==> src/common/core_pkg.sv <==
package core_pkg;

  // Machine sizes
  localparam int DATA_W = 16;
  localparam int REG_COUNT = 8;

  // Default ROB depth for the top level and the testbench watchdog
  localparam int ROB_DEPTH_DEFAULT = 8;

  // Instructions that can sit between the issue port and the ROB
  localparam int PIPE_SLOTS = 2;

  typedef logic [DATA_W-1:0] data_t;
  typedef logic [2:0] reg_idx_t;

  typedef struct packed {
    logic n;
    logic z;
    logic c;
    logic v;
  } nzcv_t;

  typedef enum logic [1:0] {
    ALU_ADD = 2'd0,
    ALU_SUB = 2'd1,
    ALU_AND = 2'd2,
    ALU_ORR = 2'd3
  } alu_op_t;

  // Opcode bit 3 picks the view, bit 2 sets flags, bits 1:0 are the ALU op
  typedef union packed {
    struct packed {
      logic [3:0] opcode;
      reg_idx_t dst;
      reg_idx_t src1;
      reg_idx_t src2;
      logic [2:0] unused;
    } r_fmt;
    struct packed {
      logic [3:0] opcode;
      reg_idx_t dst;
      reg_idx_t src1;
      logic [5:0] imm;
    } i_fmt;
  } instr_t;

endpackage
==> src/common/commit_if.sv <==
`timescale 1ns/10ps

interface commit_if import core_pkg::*; #(
  parameter int ROB_DEPTH = ROB_DEPTH_DEFAULT,
  localparam int TAG_W = $clog2(ROB_DEPTH)
) ();

  logic valid;
  logic [TAG_W-1:0] tag;
  reg_idx_t dst;
  data_t value;
  logic set_nzcv;
  nzcv_t nzcv;

  modport rob(output valid, tag, dst, value, set_nzcv, nzcv);
  modport rename(input valid, tag, dst, value, set_nzcv, nzcv);

endinterface

==> src/common/dispatch_if.sv <==
`timescale 1ns/10ps

interface dispatch_if import core_pkg::*; #(
  parameter int ROB_DEPTH = ROB_DEPTH_DEFAULT,
  localparam int TAG_W = $clog2(ROB_DEPTH)
) ();

  logic valid;
  logic [TAG_W-1:0] alloc_tag;
  alu_op_t op;
  logic set_nzcv;
  reg_idx_t dst;

  // Each operand is either a value or the tag of its producer
  logic src1_valid;
  data_t src1_value;
  logic [TAG_W-1:0] src1_tag;
  logic src2_valid;
  data_t src2_value;
  logic [TAG_W-1:0] src2_tag;
  logic nzcv_valid;
  nzcv_t nzcv_value;
  logic [TAG_W-1:0] nzcv_tag;

  modport rename(
    output valid, op, set_nzcv, dst,
    output src1_valid, src1_value, src1_tag, src2_valid, src2_value, src2_tag,
    output nzcv_valid, nzcv_value, nzcv_tag,
    input alloc_tag
  );

  modport rob(
    input valid, op, set_nzcv, dst,
    input src1_valid, src1_value, src1_tag, src2_valid, src2_value, src2_tag,
    input nzcv_valid, nzcv_value, nzcv_tag,
    output alloc_tag
  );

endinterface

==> src/design/ooo_core_top.sv <==
`timescale 1ns/10ps

module ooo_core_top import core_pkg::*; #(
  parameter int ROB_DEPTH = ROB_DEPTH_DEFAULT,
  localparam int TAG_W = $clog2(ROB_DEPTH)
) (
  input logic in_clk,
  input logic in_rst,
  input logic instr_valid,
  input logic [15:0] instr,
  output logic issue_ready,
  output logic commit_valid,
  output reg_idx_t commit_dst,
  output data_t commit_value,
  output logic commit_set_nzcv,
  output nzcv_t commit_nzcv
);

  logic dec_valid;
  alu_op_t dec_op;
  logic dec_set_nzcv;
  logic dec_use_imm;
  reg_idx_t dec_dst;
  reg_idx_t dec_src1;
  reg_idx_t dec_src2;
  data_t dec_imm;

  // ALU request and result broadcast
  logic alu_go;
  logic [TAG_W-1:0] alu_tag;
  alu_op_t alu_op;
  data_t alu_a;
  data_t alu_b;
  logic res_valid;
  logic [TAG_W-1:0] res_tag;
  data_t res_value;
  nzcv_t res_nzcv;

  dispatch_if #(.ROB_DEPTH(ROB_DEPTH)) disp_bus ();
  commit_if #(.ROB_DEPTH(ROB_DEPTH)) cmt_bus ();

  instr_decode i_decode (
    .in_clk, .in_rst, .instr_valid, .instr(instr_t'(instr)),
    .dec_valid, .dec_op, .dec_set_nzcv, .dec_use_imm,
    .dec_dst, .dec_src1, .dec_src2, .dec_imm
  );

  reg_rename #(.ROB_DEPTH(ROB_DEPTH)) i_rename (
    .in_clk, .in_rst, .dec_valid, .dec_op, .dec_set_nzcv, .dec_use_imm,
    .dec_dst, .dec_src1, .dec_src2, .dec_imm,
    .disp(disp_bus.rename), .cmt(cmt_bus.rename)
  );

  reorder_buffer #(.ROB_DEPTH(ROB_DEPTH)) i_rob (
    .in_clk, .in_rst, .disp(disp_bus.rob), .cmt(cmt_bus.rob),
    .alu_go, .alu_tag, .alu_op, .alu_a, .alu_b,
    .res_valid, .res_tag, .res_value, .res_nzcv, .issue_ready
  );

  alu_unit #(.ROB_DEPTH(ROB_DEPTH)) i_alu (
    .in_clk, .in_rst, .go(alu_go), .tag(alu_tag), .op(alu_op), .a(alu_a), .b(alu_b),
    .res_valid, .res_tag, .res_value, .res_nzcv
  );

  // Retirement to the plain commit ports
  assign commit_valid = cmt_bus.valid;
  assign commit_dst = cmt_bus.dst;
  assign commit_value = cmt_bus.value;
  assign commit_set_nzcv = cmt_bus.set_nzcv;
  assign commit_nzcv = cmt_bus.nzcv;

endmodule

==> src/design/alu_unit.sv <==
`timescale 1ns/10ps

module alu_unit import core_pkg::*; #(
  parameter int ROB_DEPTH = ROB_DEPTH_DEFAULT,
  localparam int TAG_W = $clog2(ROB_DEPTH)
) (
  input logic in_clk,
  input logic in_rst,
  input logic go,
  input logic [TAG_W-1:0] tag,
  input alu_op_t op,
  input data_t a,
  input data_t b,
  output logic res_valid,
  output logic [TAG_W-1:0] res_tag,
  output data_t res_value,
  output nzcv_t res_nzcv
);

  logic [DATA_W:0] wide;
  logic ovf;

  always_comb begin
    ovf = 1'b0;
    case (op)
      ALU_ADD: begin
        wide = {1'b0, a} + {1'b0, b};
        ovf = (a[DATA_W-1] == b[DATA_W-1]) && (wide[DATA_W-1] != a[DATA_W-1]);
      end
      ALU_SUB: begin
        // Carry out here means no borrow
        wide = {1'b0, a} + {1'b0, ~b} + 1'b1;
        ovf = (a[DATA_W-1] != b[DATA_W-1]) && (wide[DATA_W-1] != a[DATA_W-1]);
      end
      ALU_AND: wide = {1'b0, a & b};
      default: wide = {1'b0, a | b};
    endcase
  end

  always_ff @(posedge in_clk) begin
    if (in_rst) begin
      res_valid <= 1'b0;
    end else begin
      res_valid <= go;
    end
  end

  always_ff @(posedge in_clk) begin
    if (go) begin
      res_tag <= tag;
      res_value <= wide[DATA_W-1:0];
      res_nzcv <= '{n: wide[DATA_W-1], z: (wide[DATA_W-1:0] == '0), c: wide[DATA_W], v: ovf};
    end
  end

endmodule

==> src/rob/reorder_buffer.sv <==
`timescale 1ns/10ps

module reorder_buffer import core_pkg::*; #(
  parameter int ROB_DEPTH = ROB_DEPTH_DEFAULT,
  localparam int TAG_W = $clog2(ROB_DEPTH)
) (
  input logic in_clk,
  input logic in_rst,
  dispatch_if.rob disp,
  commit_if.rob cmt,
  output logic alu_go,
  output logic [TAG_W-1:0] alu_tag,
  output alu_op_t alu_op,
  output data_t alu_a,
  output data_t alu_b,
  input logic res_valid,
  input logic [TAG_W-1:0] res_tag,
  input data_t res_value,
  input nzcv_t res_nzcv,
  output logic issue_ready
);

  localparam int CNT_W = TAG_W + 1;

  logic [TAG_W-1:0] head;
  logic [TAG_W-1:0] tail;
  logic [CNT_W-1:0] count;

  // Entry array
  logic e_issued [ROB_DEPTH];
  logic e_done [ROB_DEPTH];
  alu_op_t e_op [ROB_DEPTH];
  logic e_set_nzcv [ROB_DEPTH];
  reg_idx_t e_dst [ROB_DEPTH];
  data_t e_result [ROB_DEPTH];
  logic e_s1_valid [ROB_DEPTH];
  data_t e_s1_value [ROB_DEPTH];
  logic [TAG_W-1:0] e_s1_tag [ROB_DEPTH];
  logic e_s2_valid [ROB_DEPTH];
  data_t e_s2_value [ROB_DEPTH];
  logic [TAG_W-1:0] e_s2_tag [ROB_DEPTH];
  logic e_f_valid [ROB_DEPTH];
  nzcv_t e_f_value [ROB_DEPTH];
  logic [TAG_W-1:0] e_f_tag [ROB_DEPTH];

  logic sel_found;
  logic [TAG_W-1:0] sel_idx;
  logic retire;

  // Incoming operands completed from the broadcast or a finished producer
  logic s1_v;
  data_t s1_d;
  logic s2_v;
  data_t s2_d;
  logic f_v;
  nzcv_t f_d;

  always_comb begin
    s1_v = disp.src1_valid;
    s1_d = disp.src1_value;
    if (!disp.src1_valid && res_valid && res_tag == disp.src1_tag) begin
      s1_v = 1'b1;
      s1_d = res_value;
    end else if (!disp.src1_valid && e_done[disp.src1_tag]) begin
      s1_v = 1'b1;
      s1_d = e_result[disp.src1_tag];
    end
    s2_v = disp.src2_valid;
    s2_d = disp.src2_value;
    if (!disp.src2_valid && res_valid && res_tag == disp.src2_tag) begin
      s2_v = 1'b1;
      s2_d = res_value;
    end else if (!disp.src2_valid && e_done[disp.src2_tag]) begin
      s2_v = 1'b1;
      s2_d = e_result[disp.src2_tag];
    end
    f_v = disp.nzcv_valid;
    f_d = disp.nzcv_value;
    if (!disp.nzcv_valid && res_valid && res_tag == disp.nzcv_tag) begin
      f_v = 1'b1;
      f_d = res_nzcv;
    end else if (!disp.nzcv_valid && e_done[disp.nzcv_tag]) begin
      f_v = 1'b1;
      f_d = e_f_value[disp.nzcv_tag];
    end
  end

  // Oldest ready entry found by scanning from the head
  always_comb begin
    int idx;
    sel_found = 1'b0;
    sel_idx = '0;
    for (int i = 0; i < ROB_DEPTH; i++) begin
      idx = (int'(head) + i) % ROB_DEPTH;
      if (!sel_found && i < int'(count) && !e_issued[idx] && e_s1_valid[idx] &&
          e_s2_valid[idx]) begin
        sel_found = 1'b1;
        sel_idx = TAG_W'(idx);
      end
    end
  end

  assign alu_go = sel_found;
  assign alu_tag = sel_idx;
  assign alu_op = e_op[sel_idx];
  assign alu_a = e_s1_value[sel_idx];
  assign alu_b = e_s2_value[sel_idx];

  assign retire = (count != '0) && e_done[head];
  assign cmt.valid = retire;
  assign cmt.tag = head;
  assign cmt.dst = e_dst[head];
  assign cmt.value = e_result[head];
  assign cmt.set_nzcv = e_set_nzcv[head];
  assign cmt.nzcv = e_f_value[head];

  assign disp.alloc_tag = tail;
  // Leave room for everything still in decode and rename
  assign issue_ready = (ROB_DEPTH - int'(count)) > PIPE_SLOTS;

  always_ff @(posedge in_clk) begin
    if (in_rst) begin
      head <= '0;
      tail <= '0;
      count <= '0;
      for (int i = 0; i < ROB_DEPTH; i++) begin
        e_issued[i] <= 1'b0;
        e_done[i] <= 1'b0;
      end
    end else begin
      count <= count + CNT_W'(disp.valid) - CNT_W'(retire);
      if (retire) begin
        head <= TAG_W'((int'(head) + 1) % ROB_DEPTH);
      end
      // Operand wakeup
      if (res_valid) begin
        for (int i = 0; i < ROB_DEPTH; i++) begin
          if (!e_s1_valid[i] && e_s1_tag[i] == res_tag) begin
            e_s1_valid[i] <= 1'b1;
            e_s1_value[i] <= res_value;
          end
          if (!e_s2_valid[i] && e_s2_tag[i] == res_tag) begin
            e_s2_valid[i] <= 1'b1;
            e_s2_value[i] <= res_value;
          end
          if (!e_f_valid[i] && e_f_tag[i] == res_tag) begin
            e_f_valid[i] <= 1'b1;
            e_f_value[i] <= res_nzcv;
          end
        end
        e_done[res_tag] <= 1'b1;
        e_result[res_tag] <= res_value;
        // Own flags replace the carried ones and stop further wakeup
        if (e_set_nzcv[res_tag]) begin
          e_f_valid[res_tag] <= 1'b1;
          e_f_value[res_tag] <= res_nzcv;
        end
      end
      if (sel_found) begin
        e_issued[sel_idx] <= 1'b1;
      end
      if (disp.valid) begin
        tail <= TAG_W'((int'(tail) + 1) % ROB_DEPTH);
        e_issued[tail] <= 1'b0;
        e_done[tail] <= 1'b0;
        e_op[tail] <= disp.op;
        e_set_nzcv[tail] <= disp.set_nzcv;
        e_dst[tail] <= disp.dst;
        e_s1_valid[tail] <= s1_v;
        e_s1_value[tail] <= s1_d;
        e_s1_tag[tail] <= disp.src1_tag;
        e_s2_valid[tail] <= s2_v;
        e_s2_value[tail] <= s2_d;
        e_s2_tag[tail] <= disp.src2_tag;
        e_f_valid[tail] <= f_v;
        e_f_value[tail] <= f_d;
        e_f_tag[tail] <= disp.nzcv_tag;
      end
    end
  end

endmodule

==> src/regfile/reg_rename.sv <==
`timescale 1ns/10ps

module reg_rename import core_pkg::*; #(
  parameter int ROB_DEPTH = ROB_DEPTH_DEFAULT,
  localparam int TAG_W = $clog2(ROB_DEPTH)
) (
  input logic in_clk,
  input logic in_rst,
  input logic dec_valid,
  input alu_op_t dec_op,
  input logic dec_set_nzcv,
  input logic dec_use_imm,
  input reg_idx_t dec_dst,
  input reg_idx_t dec_src1,
  input reg_idx_t dec_src2,
  input data_t dec_imm,
  dispatch_if.rename disp,
  commit_if.rename cmt
);

  // Architectural state with rename tags
  data_t r_value [REG_COUNT];
  logic r_valid [REG_COUNT];
  logic [TAG_W-1:0] r_tag [REG_COUNT];
  nzcv_t f_value;
  logic f_valid;
  logic [TAG_W-1:0] f_tag;

  // Decoded instruction held for the dispatch cycle
  logic d_valid;
  alu_op_t d_op;
  logic d_set_nzcv;
  logic d_use_imm;
  reg_idx_t d_dst;
  reg_idx_t d_src1;
  reg_idx_t d_src2;
  data_t d_imm;

  logic fwd1;
  logic fwd2;
  logic fwd_f;

  // A retirement this cycle still owning the source counts as ready
  assign fwd1 = cmt.valid && !r_valid[d_src1] && cmt.dst == d_src1 && cmt.tag == r_tag[d_src1];
  assign fwd2 = cmt.valid && !r_valid[d_src2] && cmt.dst == d_src2 && cmt.tag == r_tag[d_src2];
  assign fwd_f = cmt.valid && cmt.set_nzcv && !f_valid && cmt.tag == f_tag;

  assign disp.valid = d_valid;
  assign disp.op = d_op;
  assign disp.set_nzcv = d_set_nzcv;
  assign disp.dst = d_dst;

  assign disp.src1_valid = r_valid[d_src1] || fwd1;
  assign disp.src1_value = fwd1 ? cmt.value : r_value[d_src1];
  assign disp.src1_tag = r_tag[d_src1];

  // Immediate is always a ready second operand
  assign disp.src2_valid = d_use_imm || r_valid[d_src2] || fwd2;
  assign disp.src2_value = d_use_imm ? d_imm : (fwd2 ? cmt.value : r_value[d_src2]);
  assign disp.src2_tag = d_use_imm ? '0 : r_tag[d_src2];

  assign disp.nzcv_valid = f_valid || fwd_f;
  assign disp.nzcv_value = fwd_f ? cmt.nzcv : f_value;
  assign disp.nzcv_tag = f_tag;

  always_ff @(posedge in_clk) begin
    if (in_rst) begin
      d_valid <= 1'b0;
      for (int i = 0; i < REG_COUNT; i++) begin
        r_value[i] <= '0;
        r_valid[i] <= 1'b1;
        r_tag[i] <= '0;
      end
      f_value <= '0;
      f_valid <= 1'b1;
      f_tag <= '0;
    end else begin
      d_valid <= dec_valid;
      if (cmt.valid) begin
        r_value[cmt.dst] <= cmt.value;
        if (cmt.tag == r_tag[cmt.dst]) begin
          r_valid[cmt.dst] <= 1'b1;
        end
        if (cmt.set_nzcv) begin
          f_value <= cmt.nzcv;
          if (cmt.tag == f_tag) begin
            f_valid <= 1'b1;
          end
        end
      end
      // Rename after commit so the newer producer wins
      if (d_valid) begin
        r_valid[d_dst] <= 1'b0;
        r_tag[d_dst] <= disp.alloc_tag;
        if (d_set_nzcv) begin
          f_valid <= 1'b0;
          f_tag <= disp.alloc_tag;
        end
      end
    end
  end

  always_ff @(posedge in_clk) begin
    if (dec_valid) begin
      d_op <= dec_op;
      d_set_nzcv <= dec_set_nzcv;
      d_use_imm <= dec_use_imm;
      d_dst <= dec_dst;
      d_src1 <= dec_src1;
      d_src2 <= dec_src2;
      d_imm <= dec_imm;
    end
  end

endmodule

==> src/design/instr_decode.sv <==
`timescale 1ns/10ps

module instr_decode import core_pkg::*; (
  input logic in_clk,
  input logic in_rst,
  input logic instr_valid,
  input instr_t instr,
  output logic dec_valid,
  output alu_op_t dec_op,
  output logic dec_set_nzcv,
  output logic dec_use_imm,
  output reg_idx_t dec_dst,
  output reg_idx_t dec_src1,
  output reg_idx_t dec_src2,
  output data_t dec_imm
);

  logic is_imm;

  // Both views agree on the opcode, so either one selects the form
  assign is_imm = instr.r_fmt.opcode[3];

  always_ff @(posedge in_clk) begin
    if (in_rst) begin
      dec_valid <= 1'b0;
    end else begin
      dec_valid <= instr_valid;
    end
  end

  always_ff @(posedge in_clk) begin
    if (instr_valid) begin
      dec_op <= alu_op_t'(instr.r_fmt.opcode[1:0]);
      dec_set_nzcv <= instr.r_fmt.opcode[2];
      dec_use_imm <= is_imm;
      dec_dst <= instr.r_fmt.dst;
      dec_src1 <= instr.r_fmt.src1;
      if (is_imm) begin
        // Zero-extended immediate form
        dec_src2 <= '0;
        dec_imm <= {{(DATA_W - 6){1'b0}}, instr.i_fmt.imm};
      end else begin
        dec_src2 <= instr.r_fmt.src2;
        dec_imm <= '0;
      end
    end
  end

endmodule

==> config.mk <==
export PLATFORM = sky130hd
export DESIGN_NAME = ooo_core_top
export DESIGN_NICKNAME = d
export VERILOG_FILES = /design/src/common/core_pkg.sv /design/src/common/commit_if.sv /design/src/common/dispatch_if.sv /design/src/design/ooo_core_top.sv /design/src/design/alu_unit.sv /design/src/rob/reorder_buffer.sv /design/src/regfile/reg_rename.sv /design/src/design/instr_decode.sv
export SDC_FILE = /design/constraint.sdc
export NUM_CORES = 2
export LEC_CHECK = 0
export BUFFER_PORTS_ARGS = -buffer_cell sky130_fd_sc_hd__buf_2
export CORE_MARGIN = 5
export CORE_UTILIZATION = 29
export DETAILED_ROUTE_END_ITERATION = 8
export PLACE_DENSITY_LB_ADDON = 0.05
export REMOVE_ABC_BUFFERS = 1
export SETUP_SLACK_MARGIN = 0.05
export SLEW_MARGIN = 25
export SYNTH_ARGS = -nofsm -noshare
export SYNTH_HDL_FRONTEND = slang
export SYNTH_SLANG_ARGS = --single-unit
==> constraint.sdc <==
create_clock -name in_clk -period 14.2 [get_ports in_clk]
set_input_delay 2.84 -clock in_clk [delete_from_list [all_inputs] [get_ports in_clk]]
set_output_delay 2.84 -clock in_clk [all_outputs]
set_load 0.02 [all_outputs]
==> impl_metrics.yaml <==
floorplan:
  die_w_microns: 399
  io_pins: 45
  initial_core_util: 0.292
  die-area_sq_um: 159000
  core_sq_um: 150000
  rows: 142
  die_y_microns: 399
worst_hold_path:
  hp-class: "register to register"
synth:
  synthMuxAreaShare: 0.137
  netlist.area_leader.share: 0.511
  synth_flop_cell: "edfxtp_1"
  synth.most_common_cell: "edfxtp_1"
  syn_inst: 3821
  synthTopCellsByCount: "edfxtp_1 (748), nand2_1 (492), nor2_1 (348), a21oi_1 (322), clkbuf_1 (219)"
  synth_xor_area_frac: 0.0249
  yosys-top-cells-area: "edfxtp_1 (51%), mux4_2 (8.0%), nand2_1 (4.2%)"
  yosys_register_bits: 832
  synth_edf_count: 748
  synth_cell_types: 78
  synth_fa_ha_area_frac: 0.0199
  async_flop_share: 0
  yosys.area.top_type: "edfxtp_1"
  synth_area_per_cell_sq_um: 11.5
  seq_area_frac_synth: 0.549
  syn_area_sq_um: 44000
  synth_top_family_by_area: "multiplexers"
  ys_warn_count: 0
  synth_compound_area_frac: 0.113
  yosys.area_share.simple: 0.121
timing:
  report.final.slew_viol_count: 0
  slew_headroom: 0.261
  finalSetupViolations: 0
  finalCritPeriodShare: 0.640
  rsz0062_at_grt: "no"
  holdWs_ps: 411
  layout_min_cycle_time_ps: 9090
  fmax_ghz: 0.110
  hold_viol: 0
  fin_skew_ps: 19.8
  fin_ws_ps: 5110
  worst_slew_pin_slew_ps: 1100
  setup_tns_ps: 0
global_routing:
  grt_pass1_vias: 31800
  grt-ovfl-total: 0
  grt_util_all_layers: 0.206
  grt_max_degree: 69
  grt_pass1_wl_microns: 237000
  antenna_found_initial: 1
cells_and_area:
  layout-drive-gt1-share: 0.163
  nNetsFinal: 3908
  fin_util: 0.334
  diodes: 0
  fin_cells: 5916
  area_growth_syn_to_layout_pct: 14.3
  stdcell_area_sq_um: 50300
worst_setup_path:
  cp_max_fo: 35
  worstSetupEndpointType: "register"
  critPathKind: "register to register"
  rrSetupSlack_ps: 5110
  cpMaxStageDelayCell: "dfxtp_1"
  worst_path_largest_cell_delay_ps: 750
  cp.arrival_ps: 9580
  cp-start-kind: "register"
  cp_common_cell: "a21oi_1"
  cp_data_required_time_ps: 14690
outcome:
  status: "completed"
detailed_routing:
  drt-initial-drc-count: 2367
  drt_drc_violations_left: 0
  routed_wirelength_microns: 165000
  dr.pass1.iters: 5
  drtAntennaViolNets: 0
  post_drt_wl_per_cell_microns: 27.9
  vias: 31000
  via_per_inst: 5.24
placed_design:
  hpwl_microns: 104000
  place_congestion: 0.798
  port_buffers: 44
  dp.cells: 5729
  placed_cell_area_sq_um: 46900
  place_ws_ps: 5130
pwr:
  p_total_mw: 7.07
  leakagePower_nw: 17.2
  p_per_area_nw_per_um2: 141
  peakVddDrop_mv: 0.106
clock_tree:
  clock-root-buffer: "clkbuf_16"
  clockBufferDepth: 3
  cts_tree: "built"
  hold_buffers: 0
  clkTransAtPathRegs_ps: 60
  insertion_delay_ps: 700
  cts_made_buffers: 105
  htree_levels: 3
  clock_sinks: 832
  cts_resized: 0
  post_cts_buffers: 0
job:
  max_cap_violations: 0
## per-layer routing
metal	up-vias	GRT usage	routed length, microns
met1	15900	0.287	76600
li1	14200	-	-
met5	-	0	0
met3	218	0.0234	5730
met4	0	0.0492	4100
met2	704	0.344	78900
## where the power goes
| part | switching (mW) | internal, mW |
|---|---|---|
| sequential | 0.153 | 2.89 |
| clock | 1.08 | 1.54 |
| combinational | 0.902 | 0.510 |
## state kept, by name, summed over array words and instances (netlist names), 32 cells and up, named ones only
signal / flops
i_rename.r_value: 128
i_rob.e_result: 128
i_rob.e_s1_value: 128
i_rob.e_s2_value: 128
i_rob.e_f_value: 32
## critical path: cells and delay by family (launching register included)
| family | cells | cell delay, ps |
|---|---|---|
| AO/OA/AOI/OAI | 12 | 2460 |
| XOR/XNOR | 1 | 250 |
| adder cells (fa/ha/maj) | 3 | 1170 |
| buffers and inverters | 3 | 1420 |
| flip-flops | 1 | 750 |
| multiplexers | 4 | 1260 |
| AND/OR/NAND/NOR | 7 | 1510 |
## placed cells by master (no fill, tap or decap), types with 25 or more instances in the layout
master,n
clkbuf_16,107
a211oi_1,82
mux2_2,60
a31oi_1,28
buf_2,44
edfxtp_1,748
nand4_1,25
inv_1,95
nand2_1,486
xnor2_1,107
mux4_2,156
and3_1,40
nor2_1,341
mux2i_1,173
a311oi_1,37
clkbuf_1,27
a21oi_1,318
o21ai_0,177
ha_1,65
nor3_1,29
and2_1,50
buf_4,137
nor2b_1,46
dfxtp_1,76
nand3_1,46
## area by class of cell
class | count | area [sq um]
Clock inverter | 47 | 434
Timing Repair Buffer | 182 | 1280
Multi-Input combinational cell | 2588 | 18600
Fill cell | 15200 | 100000
Inverter | 112 | 432
Clock buffer | 139 | 2850
Tap cell | 2016 | 2520
Sequential cell | 832 | 24200
## kinds of logic (layout without fill, tap and decap cells)
logic type      Yosys count  count (layout)
fa+ha+maj                68              68
flops                   832             832
buf+inv                 401             480
simple gates           1183            1183
xor+xnor                122             122
compound gates          817             817
mux                     398             398
## path summary, 6_finish.rpt
| path | startpoint | endpoint | depth (start not counted) |
|---|---|---|---|
| worst max register to register | i_rob.cmt.tag[1] | i_alu.res_nzcv[2] | 30 |
| worst max-delay path | i_rob.cmt.tag[1] | i_alu.res_nzcv[2] | 30 |
| worst min-delay path | i_decode.dec_imm[5] | i_rename.d_imm[5] | 0 |
| worst min register to register | i_decode.dec_imm[5] | i_rename.d_imm[5] | 0 |
Note: power is estimated with default switching activity, not from simulation.
